`src/verilog/exec_settings.svh`:
```
`ifndef EXEC_SETTINGS_SVH
`define EXEC_SETTINGS_SVH

// datapath width
`define EXEC_XLEN 32

// architectural register count, x0 hardwired to zero
`define EXEC_NREGS 32

// register index width, log2 of EXEC_NREGS
`define EXEC_RADDR_W 5

`endif

```
`src/verilog/exec_pkg.sv`:
```
`include "exec_settings.svh"

package exec_pkg;

  // register index
  typedef logic [`EXEC_RADDR_W-1:0] reg_addr_t;

  // integer alu opcodes
  typedef enum logic [3:0] {
    ALU_ADD   = 4'd0,
    ALU_SUB   = 4'd1,
    ALU_AND   = 4'd2,
    ALU_OR    = 4'd3,
    ALU_XOR   = 4'd4,
    ALU_SLL   = 4'd5,
    ALU_SRL   = 4'd6,
    ALU_SRA   = 4'd7,
    ALU_SLT   = 4'd8,  // signed compare
    ALU_SLTU  = 4'd9,  // unsigned compare
    ALU_PASSB = 4'd10  // b straight through, as for lui
  } alu_op_t;

endpackage

```
`src/verilog/register_file.sv`:
```
`timescale 1ns/1ps

`include "exec_settings.svh"

module register_file (
  input  logic                   clk,
  input  logic                   rst_n,
  // lane 0 read ports
  input  exec_pkg::reg_addr_t    raddr0_1,
  input  exec_pkg::reg_addr_t    raddr0_2,
  output logic [`EXEC_XLEN-1:0]  rdata0_1,
  output logic [`EXEC_XLEN-1:0]  rdata0_2,
  // lane 1 read ports
  input  exec_pkg::reg_addr_t    raddr1_1,
  input  exec_pkg::reg_addr_t    raddr1_2,
  output logic [`EXEC_XLEN-1:0]  rdata1_1,
  output logic [`EXEC_XLEN-1:0]  rdata1_2,
  // write ports, one per lane
  input  logic                   wren0,
  input  exec_pkg::reg_addr_t    waddr0,
  input  logic [`EXEC_XLEN-1:0]  wdata0,
  input  logic                   wren1,
  input  exec_pkg::reg_addr_t    waddr1,
  input  logic [`EXEC_XLEN-1:0]  wdata1
);

  logic [`EXEC_XLEN-1:0] regs [0:`EXEC_NREGS-1];

  // x0 reads as zero whatever the array holds
  always_comb begin
    rdata0_1 = (raddr0_1 == '0) ? '0 : regs[raddr0_1];
    rdata0_2 = (raddr0_2 == '0) ? '0 : regs[raddr0_2];
    rdata1_1 = (raddr1_1 == '0) ? '0 : regs[raddr1_1];
    rdata1_2 = (raddr1_2 == '0) ? '0 : regs[raddr1_2];
  end

  always_ff @(posedge clk) begin
    if (wren0) begin
      regs[waddr0] <= wdata0;
    end
    if (wren1) begin
      regs[waddr1] <= wdata1; // younger lane wins on a collision
    end
  end

  // lanes must filter rd == 0 before writeback
  a_no_x0_write0 : assert property (
    @(posedge clk) disable iff (!rst_n)
    wren0 |-> (waddr0 != '0)
  ) else $error("register_file: write to x0 on port 0");

  a_no_x0_write1 : assert property (
    @(posedge clk) disable iff (!rst_n)
    wren1 |-> (waddr1 != '0)
  ) else $error("register_file: write to x0 on port 1");

endmodule

```
`src/verilog/forwarding.sv`:
```
`timescale 1ns/1ps

`include "exec_settings.svh"

module forwarding (
  // lane 0 register reads
  input  logic                   rden0_1,
  input  logic                   rden0_2,
  input  exec_pkg::reg_addr_t    raddr0_1,
  input  exec_pkg::reg_addr_t    raddr0_2,
  input  logic [`EXEC_XLEN-1:0]  rdata0_1,
  input  logic [`EXEC_XLEN-1:0]  rdata0_2,
  // lane 1 register reads
  input  logic                   rden1_1,
  input  logic                   rden1_2,
  input  exec_pkg::reg_addr_t    raddr1_1,
  input  exec_pkg::reg_addr_t    raddr1_2,
  input  logic [`EXEC_XLEN-1:0]  rdata1_1,
  input  logic [`EXEC_XLEN-1:0]  rdata1_2,
  // in-flight results, memory stage
  input  logic                   mem0_wren,
  input  exec_pkg::reg_addr_t    mem0_waddr,
  input  logic [`EXEC_XLEN-1:0]  mem0_wdata,
  input  logic                   mem1_wren,
  input  exec_pkg::reg_addr_t    mem1_waddr,
  input  logic [`EXEC_XLEN-1:0]  mem1_wdata,
  // in-flight results, writeback stage
  input  logic                   wb0_wren,
  input  exec_pkg::reg_addr_t    wb0_waddr,
  input  logic [`EXEC_XLEN-1:0]  wb0_wdata,
  input  logic                   wb1_wren,
  input  exec_pkg::reg_addr_t    wb1_waddr,
  input  logic [`EXEC_XLEN-1:0]  wb1_wdata,
  // bypassed operands
  output logic [`EXEC_XLEN-1:0]  opa0,
  output logic [`EXEC_XLEN-1:0]  opb_reg0,
  output logic [`EXEC_XLEN-1:0]  opa1,
  output logic [`EXEC_XLEN-1:0]  opb_reg1
);

  // youngest matching producer wins, later checks override earlier ones
  function automatic logic [`EXEC_XLEN-1:0] bypass(
    input logic                  rden,
    input exec_pkg::reg_addr_t   raddr,
    input logic [`EXEC_XLEN-1:0] rdata
  );
    logic [`EXEC_XLEN-1:0] res;
    res = '0;
    if (rden) begin
      res = rdata;
      if (wb0_wren && (raddr == wb0_waddr)) begin
        res = wb0_wdata;
      end
      if (wb1_wren && (raddr == wb1_waddr)) begin
        res = wb1_wdata;
      end
      if (mem0_wren && (raddr == mem0_waddr)) begin
        res = mem0_wdata;
      end
      if (mem1_wren && (raddr == mem1_waddr)) begin
        res = mem1_wdata; // lane 1 memory stage is the youngest
      end
    end
    return res;
  endfunction

  always_comb begin
    opa0     = bypass(rden0_1, raddr0_1, rdata0_1);
    opb_reg0 = bypass(rden0_2, raddr0_2, rdata0_2);
    opa1     = bypass(rden1_1, raddr1_1, rdata1_1);
    opb_reg1 = bypass(rden1_2, raddr1_2, rdata1_2);

    // unused operand slots must not leak stale data into the lanes
    assert (rden0_1 || (opa0 == '0))
      else $error("forwarding: opa0 nonzero with read disabled");
    assert (rden0_2 || (opb_reg0 == '0))
      else $error("forwarding: opb_reg0 nonzero with read disabled");
    assert (rden1_1 || (opa1 == '0))
      else $error("forwarding: opa1 nonzero with read disabled");
    assert (rden1_2 || (opb_reg1 == '0))
      else $error("forwarding: opb_reg1 nonzero with read disabled");
  end

endmodule

```
`src/verilog/alu_lane.sv`:
```
`timescale 1ns/1ps

`include "exec_settings.svh"

module alu_lane (
  input  logic                   clk,
  input  logic                   rst_n,
  // issue slot
  input  logic                   valid,
  input  exec_pkg::alu_op_t      op,
  input  exec_pkg::reg_addr_t    rd,
  input  logic                   use_imm,
  input  logic [`EXEC_XLEN-1:0]  imm,
  input  logic [`EXEC_XLEN-1:0]  opa,
  input  logic [`EXEC_XLEN-1:0]  opb_reg,
  // memory stage outputs to forwarding
  output logic                   mem_wren,
  output exec_pkg::reg_addr_t    mem_waddr,
  output logic [`EXEC_XLEN-1:0]  mem_wdata,
  // writeback stage outputs to forwarding and register file
  output logic                   wb_wren,
  output exec_pkg::reg_addr_t    wb_waddr,
  output logic [`EXEC_XLEN-1:0]  wb_wdata,
  // retire report
  output logic                   commit_valid,
  output exec_pkg::reg_addr_t    commit_rd,
  output logic [`EXEC_XLEN-1:0]  commit_data
);

  logic [`EXEC_XLEN-1:0] opb;
  logic [`EXEC_XLEN-1:0] result;
  logic [4:0]            shamt;
  logic                  mem_valid;
  logic                  wb_valid;

  assign opb   = use_imm ? imm : opb_reg;
  assign shamt = opb[4:0];

  always_comb begin
    case (op)
      exec_pkg::ALU_ADD:   result = opa + opb;
      exec_pkg::ALU_SUB:   result = opa - opb;
      exec_pkg::ALU_AND:   result = opa & opb;
      exec_pkg::ALU_OR:    result = opa | opb;
      exec_pkg::ALU_XOR:   result = opa ^ opb;
      exec_pkg::ALU_SLL:   result = opa << shamt;
      exec_pkg::ALU_SRL:   result = opa >> shamt;
      exec_pkg::ALU_SRA:   result = $signed(opa) >>> shamt;
      exec_pkg::ALU_SLT:   result = {{(`EXEC_XLEN-1){1'b0}}, ($signed(opa) < $signed(opb))};
      exec_pkg::ALU_SLTU:  result = {{(`EXEC_XLEN-1){1'b0}}, (opa < opb)};
      exec_pkg::ALU_PASSB: result = opb;
      default:             result = '0;
    endcase
  end

  // stage valids
  always_ff @(posedge clk) begin
    if (!rst_n) begin
      mem_valid <= 1'b0;
      wb_valid  <= 1'b0;
    end else begin
      mem_valid <= valid;
      wb_valid  <= mem_valid;
    end
  end

  // payload only moves with a valid instruction
  always_ff @(posedge clk) begin
    if (valid) begin
      mem_waddr <= rd;
      mem_wdata <= result;
    end
    if (mem_valid) begin
      wb_waddr <= mem_waddr;
      wb_wdata <= mem_wdata; // memory stage carries the result only
    end
  end

  assign mem_wren = mem_valid && (mem_waddr != '0);
  assign wb_wren  = wb_valid && (wb_waddr != '0);

  assign commit_valid = wb_valid;
  assign commit_rd    = wb_waddr;
  assign commit_data  = wb_wdata;

  a_wren_commits : assert property (
    @(posedge clk) disable iff (!rst_n)
    wb_wren |-> commit_valid
  ) else $error("alu_lane: writeback without commit");

  a_legal_op : assert property (
    @(posedge clk) disable iff (!rst_n)
    valid |-> (op inside {exec_pkg::ALU_ADD, exec_pkg::ALU_SUB, exec_pkg::ALU_AND,
                          exec_pkg::ALU_OR, exec_pkg::ALU_XOR, exec_pkg::ALU_SLL,
                          exec_pkg::ALU_SRL, exec_pkg::ALU_SRA, exec_pkg::ALU_SLT,
                          exec_pkg::ALU_SLTU, exec_pkg::ALU_PASSB})
  ) else $error("alu_lane: illegal opcode issued");

endmodule

```
`src/verilog/exec_top.sv`:
```
`timescale 1ns/1ps

`include "exec_settings.svh"

module exec_top (
  input  logic                   clk,
  input  logic                   rst_n,
  // lane 0 issue
  input  logic                   issue0_valid,
  input  exec_pkg::alu_op_t      issue0_op,
  input  exec_pkg::reg_addr_t    issue0_rs1,
  input  exec_pkg::reg_addr_t    issue0_rs2,
  input  exec_pkg::reg_addr_t    issue0_rd,
  input  logic                   issue0_use_imm,
  input  logic [`EXEC_XLEN-1:0]  issue0_imm,
  // lane 1 issue
  input  logic                   issue1_valid,
  input  exec_pkg::alu_op_t      issue1_op,
  input  exec_pkg::reg_addr_t    issue1_rs1,
  input  exec_pkg::reg_addr_t    issue1_rs2,
  input  exec_pkg::reg_addr_t    issue1_rd,
  input  logic                   issue1_use_imm,
  input  logic [`EXEC_XLEN-1:0]  issue1_imm,
  // commits
  output logic                   commit0_valid,
  output exec_pkg::reg_addr_t    commit0_rd,
  output logic [`EXEC_XLEN-1:0]  commit0_data,
  output logic                   commit1_valid,
  output exec_pkg::reg_addr_t    commit1_rd,
  output logic [`EXEC_XLEN-1:0]  commit1_data
);

  logic                  rden0_1;
  logic                  rden0_2;
  logic                  rden1_1;
  logic                  rden1_2;
  logic [`EXEC_XLEN-1:0] rdata0_1;
  logic [`EXEC_XLEN-1:0] rdata0_2;
  logic [`EXEC_XLEN-1:0] rdata1_1;
  logic [`EXEC_XLEN-1:0] rdata1_2;
  logic [`EXEC_XLEN-1:0] opa0;
  logic [`EXEC_XLEN-1:0] opb_reg0;
  logic [`EXEC_XLEN-1:0] opa1;
  logic [`EXEC_XLEN-1:0] opb_reg1;

  logic                  mem0_wren;
  exec_pkg::reg_addr_t   mem0_waddr;
  logic [`EXEC_XLEN-1:0] mem0_wdata;
  logic                  wb0_wren;
  exec_pkg::reg_addr_t   wb0_waddr;
  logic [`EXEC_XLEN-1:0] wb0_wdata;
  logic                  mem1_wren;
  exec_pkg::reg_addr_t   mem1_waddr;
  logic [`EXEC_XLEN-1:0] mem1_wdata;
  logic                  wb1_wren;
  exec_pkg::reg_addr_t   wb1_waddr;
  logic [`EXEC_XLEN-1:0] wb1_wdata;

  assign rden0_1 = issue0_valid;
  assign rden0_2 = issue0_valid && !issue0_use_imm; // immediate replaces rs2
  assign rden1_1 = issue1_valid;
  assign rden1_2 = issue1_valid && !issue1_use_imm;

  register_file u_regs (
    .clk(clk), .rst_n(rst_n),
    .raddr0_1(issue0_rs1), .raddr0_2(issue0_rs2),
    .rdata0_1(rdata0_1), .rdata0_2(rdata0_2),
    .raddr1_1(issue1_rs1), .raddr1_2(issue1_rs2),
    .rdata1_1(rdata1_1), .rdata1_2(rdata1_2),
    .wren0(wb0_wren), .waddr0(wb0_waddr), .wdata0(wb0_wdata),
    .wren1(wb1_wren), .waddr1(wb1_waddr), .wdata1(wb1_wdata)
  );

  // no bypass inside an issue pair, lane 1 sees the older value
  forwarding u_fwd (
    .rden0_1(rden0_1), .rden0_2(rden0_2),
    .raddr0_1(issue0_rs1), .raddr0_2(issue0_rs2),
    .rdata0_1(rdata0_1), .rdata0_2(rdata0_2),
    .rden1_1(rden1_1), .rden1_2(rden1_2),
    .raddr1_1(issue1_rs1), .raddr1_2(issue1_rs2),
    .rdata1_1(rdata1_1), .rdata1_2(rdata1_2),
    .mem0_wren(mem0_wren), .mem0_waddr(mem0_waddr), .mem0_wdata(mem0_wdata),
    .mem1_wren(mem1_wren), .mem1_waddr(mem1_waddr), .mem1_wdata(mem1_wdata),
    .wb0_wren(wb0_wren), .wb0_waddr(wb0_waddr), .wb0_wdata(wb0_wdata),
    .wb1_wren(wb1_wren), .wb1_waddr(wb1_waddr), .wb1_wdata(wb1_wdata),
    .opa0(opa0), .opb_reg0(opb_reg0),
    .opa1(opa1), .opb_reg1(opb_reg1)
  );

  alu_lane u_lane0 (
    .clk(clk), .rst_n(rst_n),
    .valid(issue0_valid), .op(issue0_op), .rd(issue0_rd),
    .use_imm(issue0_use_imm), .imm(issue0_imm),
    .opa(opa0), .opb_reg(opb_reg0),
    .mem_wren(mem0_wren), .mem_waddr(mem0_waddr), .mem_wdata(mem0_wdata),
    .wb_wren(wb0_wren), .wb_waddr(wb0_waddr), .wb_wdata(wb0_wdata),
    .commit_valid(commit0_valid), .commit_rd(commit0_rd), .commit_data(commit0_data)
  );

  alu_lane u_lane1 (
    .clk(clk), .rst_n(rst_n),
    .valid(issue1_valid), .op(issue1_op), .rd(issue1_rd),
    .use_imm(issue1_use_imm), .imm(issue1_imm),
    .opa(opa1), .opb_reg(opb_reg1),
    .mem_wren(mem1_wren), .mem_waddr(mem1_waddr), .mem_wdata(mem1_wdata),
    .wb_wren(wb1_wren), .wb_waddr(wb1_waddr), .wb_wdata(wb1_wdata),
    .commit_valid(commit1_valid), .commit_rd(commit1_rd), .commit_data(commit1_data)
  );

endmodule

```
`config.mk`:
```
export PLATFORM = sky130hd
export DESIGN_NAME = exec_top
export DESIGN_NICKNAME = d
export VERILOG_FILES = /design/src/verilog/exec_pkg.sv /design/src/verilog/register_file.sv /design/src/verilog/forwarding.sv /design/src/verilog/alu_lane.sv /design/src/verilog/exec_top.sv
export VERILOG_INCLUDE_DIRS = /design/src /design/src/verilog
export SDC_FILE = /design/constraint.sdc
export NUM_CORES = 2
export LEC_CHECK = 0
export BUFFER_PORTS_ARGS = -buffer_cell sky130_fd_sc_hd__buf_2
export CAP_MARGIN = 20
export CORE_ASPECT_RATIO = 1.5
export CORE_MARGIN = 4
export CORE_UTILIZATION = 65
export DETAILED_ROUTE_END_ITERATION = 7
export PLACE_DENSITY_LB_ADDON = 0.3
export SLEW_MARGIN = 40
export SYNTH_ARGS = -nofsm -noshare
export SYNTH_HDL_FRONTEND = slang
export SYNTH_SLANG_ARGS = --single-unit
```
`constraint.sdc`:
```
create_clock -name clk -period 13.6 [get_ports clk]
set_input_delay 0 -clock clk [delete_from_list [all_inputs] [get_ports clk]]
set_output_delay 0 -clock clk [all_outputs]
set_load 0.01 [all_outputs]
```
==> results of run 1 <==
## logic make-up after synthesis
kind of cell / count (synthesis)
xor gates and xnor gates: 102
DFF: 1176
muxes: 2590
buffers and inverters: 1267
other: 1
adders and majority gates: 203
AOI/OAI and AO/OA: 1955
and+or+nand+nor: 1294
## layer usage
metal	GRT usage, %	overflow
met1	80.3	24
met2	92.0	96
met3	72.0	50
met4	79.6	70
met5	54.7	5
## per-stage QoR
stage / util [%] / hold WS, ns / worst slack (ns)
after floorplan: - / 0.0989 / 7.22
after detailed placement: 67.3 / 0.178 / 5.19
after CTS: 70.0 / 0.000431 / 5.22
after global placement: 66.8 / 0.181 / 5.22
## repair_timing
item | 4_1_cts
hold buffers | 38
setup buffers | 0
setup endpoints to repair | 0
endpoints found under the hold margin | 54
==> results.ini, run 1 <==
[status]
run_status = did not finish
haltStage = 5_1_grt
tool.error = [ERROR GRT-0232] Routing congestion too high. Check the congestion heatmap in the GUI.

[yosys]
synth_edf_count = 1172
yosysTopAreaCellShare_pct = 33.6
synth_top_family_by_area = multiplexers
synthCells = 8588
synth-seq-area-share_pct = 33.7
synth_area_per_cell_sq_um = 12.2
synth_compound_area_share_pct = 13.7
yosys.area.top_type = edfxtp_1
synthMuxAreaShare_pct = 38.1
syn_area_sq_mm = 0.105
synth_adder_area_share_pct = 2.45
synthTopCellsByArea = edfxtp_1 (34%), mux4_2 (22%), mux2_2 (12%), mux2i_1 (4.7%), ha_1 (2.4%)
synth_xor_area_share_pct = 0.853
synth_seq_cells = 1176
synthDistinctLibCells = 121
ys_async_sr_fraction_pct = 0
synthFlopType = edfxtp_1
post_synth_and_or_nand_nor_area_fraction_pct = 5.83
yosys_warnings = 0
netlist_top_cells_count = edfxtp_1 (1,172), mux2_2 (1,091), mux4_2 (1,005)
synth_most_common_cell = edfxtp_1

[global_routing]
grt_use_total_pct = 81.1
grt_max_degree = 99
grt_antenna_before_repair = 78
overflow = 245

[placement]
dpl_cell_area_sq_mm = 0.108
io_buffers = 183
dp_hpwl_mm = 343
routabilityCongestion = 1.11
dp_cells = 10213

[floorplanning]
die_h_microns = 500
num_rows = 180
ioPinCount = 184
initial_core_util_pct = 65.3
die_w_microns = 336

[clock_network]
cts_resized = 0
h-tree-depth = 3
cts_sinks = 1176
cts-root-buf = clkbuf_16
clk_path_buf_depth = 3
numCtsBuffers = 114

==> inputs of run 2 (changes only) <==
--- a/config.mk
+++ b/config.mk
@@ -8,11 +8,10 @@
 export LEC_CHECK = 0
 export BUFFER_PORTS_ARGS = -buffer_cell sky130_fd_sc_hd__buf_2
 export CAP_MARGIN = 20
-export CORE_ASPECT_RATIO = 1.5
 export CORE_MARGIN = 4
-export CORE_UTILIZATION = 65
+export CORE_UTILIZATION = 40
 export DETAILED_ROUTE_END_ITERATION = 7
-export PLACE_DENSITY_LB_ADDON = 0.3
+export PLACE_DENSITY_LB_ADDON = 0.15
 export SLEW_MARGIN = 40
 export SYNTH_ARGS = -nofsm -noshare
 export SYNTH_HDL_FRONTEND = slang
==> run 2 against run 1 <==
The flow now finishes, with violations (design-rule violations). Area after synthesis unchanged. Synthesized cell count unchanged.
==> results.ini, run 2 <==
[status]
run_status = finished, violations left
failed_checks = design-rule violations

[global_routing]
grt_antenna_before_repair = 57
grt_pass1_vias = 87638
overflow = 0
grt_max_degree = 100
grt_use_total_pct = 40.9
grt_pass1_wl_mm = 768

[cells_and_area]
design_area_sq_mm = 0.116
largest_register_ffs = 1024
final_common_cell = edfxtp_1
num-fill-cells = 23599
instances_no_fill = 12030
most-common-layout-cells = edfxtp_1 (1,172), mux2_2 (1,091), mux4_2 (1,005)
drive_gt1_share_pct = 37.8
area_growth_pct = 10.7
nNetsFinal = 8701
top_register = u_regs.regs

[floorplanning]
num_rows = 187
initial_core_util_pct = 40.3
core_sq_mm = 0.260
ioPinCount = 184
die_h_microns = 520
dieArea_sq_mm = 0.270
die_w_microns = 520

[power_and_ir_drop]
p_per_area_mw_per_mm2 = 100
power_frac_clock_pct = 35.3
p_seq_share_pct = 36.5
ir_drop_mv = 0.138
p_int_mw = 7.50
switching_power_mw = 4.12
pwr-share-comb_pct = 28.2
p_leak_nw = 39.7
switching_share_pct = 35.5

[clock_network]
cts_tree = yes
cts_sinks = 1176
h-tree-depth = 4
clk_pin_slew_ns = 0.07
cts-root-buf = clkbuf_16
clk_path_buf_depth = 3
clkLatencyLatePin_ns = 0.87
numCtsBuffers = 147

[setup_path]
crit_path_end_kind = register
critical_path_peak_fanout = 38
cp_data_required_time_ns = 14.32
crit_start = u_lane1.commit_rd[2]
r2r-start = u_lane1.commit_rd[2]
critPathKind = register to register
start_kind = register
cp.arrival_ns = 9.12

[timing]
whs_ns = 0.0861
hold_viol_final = 0
slew_headroom_pct = 28.9
setup_viol = 0
period_share_pct = 61.7
fin_ws_ns = 5.21
drv_slew = 0
fin_crit_ns = 8.39
fin_setup_tns_ns = 0
timing.fmax_mhz = 119
rsz0062_at_grt = no
worst_pin_slew_ns = 1.07
skew_ns = 0.0604

[placement]
dp_hpwl_mm = 376
dpl_cell_area_sq_mm = 0.110
routabilityCongestion = 1.03
dp_cells = 11678
place_ws_ns = 5.17
io_buffers = 183

[routing]
drt.antenna.violating_nets = 0
wl_mm = 573
dr.pass1.iters = 8
drcViolationCount = 50
vias = 92518
drt_iter0_drc = 17450
vias_per_cell = 7.69
wl_per_cell_microns = 47.6

[yosys]
synthCells = 8588
synthDistinctLibCells = 121
yosysTopAreaCellShare_pct = 33.6
yosys.area.top_type = edfxtp_1
netlist_top_cells_count = edfxtp_1 (1,172), mux2_2 (1,091), mux4_2 (1,005)
synth_area_per_cell_sq_um = 12.2
synth_most_common_cell = edfxtp_1
synthFlopType = edfxtp_1
synth-seq-area-share_pct = 33.7
ys_async_sr_fraction_pct = 0
synthTopCellsByArea = edfxtp_1 (34%), mux4_2 (22%), mux2_2 (12%), mux2i_1 (4.7%), ha_1 (2.4%)
yosys_warnings = 0
synth_seq_cells = 1176
syn_area_sq_mm = 0.105
synth_edf_count = 1172

[worst_hold_path]
min-delay-start = issue1_imm[30]
hold_path_class = primary input to register

[job]
drv_cap = 0

run 2: cell counts after synthesis:
Identical to the previous run, type by type.
run 2: logic make-up after synthesis:
family	Yosys count	synth area share (%)
DFF	1176	33.7
buffers and inverters	1267	5.38
adders and majority gates	203	2.45
and+or+nand+nor	1294	5.83
muxes	2590	38.1
xor gates and xnor gates	102	0.853
AOI/OAI and AO/OA	1955	13.7
other	1	0.00358
run 2: final cells by class:
| type | instances | area, sq um | share of cell area (%) |
|---|---|---|---|
| repair buffers | 670 | 5310 | 4.58 |
| multi-input cells | 6176 | 65300 | 56.3 |
| well taps | 3496 | 4370 | 3.77 |
| clock buffers | 182 | 3860 | 3.33 |
| clock inverters | 88 | 962 | 0.830 |
| flip-flops and latches | 1176 | 35300 | 30.4 |
| diodes | 23 | 57.6 | 0.0496 |
| inverters | 219 | 823 | 0.710 |
run 2: worst max-delay path: stages (launching register included):
cell and delay (ns):
edfxtp_1 0.62, or3_1 0.50, o21ai_2 0.52, or3_2 0.22
buf_4 0.47, nand2_2 0.18, or4_1 0.58, buf_4 0.25
nand2_4 0.39, ha_1 0.26, inv_1 0.07, fa_1 0.45
nor2b_1 0.16, o21ai_0 0.20, a21o_1 0.20, a311oi_1 0.12
o21bai_1 0.27, o2111ai_1 0.32, a31oi_1 0.38, o221ai_1 0.27
a221o_1 0.40, a221oi_1 0.54, o211ai_1 0.17, o2111ai_1 0.10
dlygate4sd3_1 0.57
run 2: power groups by stage:
stage | Combinational [mW] | Sequential [mW] | Clock (mW)
6_report | 3.28 | 4.24 | 4.10
5_1_grt | 3.35 | 4.24 | 4.24
4_1_cts | 3.12 | 4.23 | 4.10
3_5_place_dp | 3.09 | 4.30 | 0
3_3_place_gp | 3.07 | 4.31 | 0
2_1_floorplan | 1.91 | 4.23 | 0
run 2: stage by stage:
| stage | util, % | power (mW) |
|---|---|---|
| floorplan | - | 6.14 |
| global placement | 42.1 | 7.37 |
| detailed placement | 42.4 | 7.40 |
| CTS | 44.5 | 11.5 |
| global route | 44.6 | 11.8 |
| finish | 44.6 | 11.6 |
run 2: layer usage:
| layer | track usage (%) | vias up | routed length [microns] |
|---|---|---|---|
| li1 | - | 34642 | - |
| met1 | 49.1 | 46887 | 195000 |
| met2 | 59.3 | 8560 | 240000 |
| met3 | 16.0 | 2395 | 82500 |
| met4 | 30.4 | 34 | 55200 |
| met5 | 0.421 | - | 382 |
run 2: final timing paths:
check | end | slack (ns) | cells after the start
setup / recovery | u_lane1.mem_wdata[0] | 5.21 | 24
hold reg to reg | u_lane1.commit_data[18] | 0.57 | 0
setup reg to reg | u_lane1.mem_wdata[0] | 5.21 | 24
hold / removal | u_lane1.mem_wdata[30] | 0.09 | 6
run 2: repair_timing:
action	in CTS	in global routing
gates resized for setup	0	0
hold endpoints to repair	93	0
setup endpoints to repair	0	0
hold buffers	52	0
buffers inserted	0	0
No activity file was read; power rests on OpenSTA's default activity.
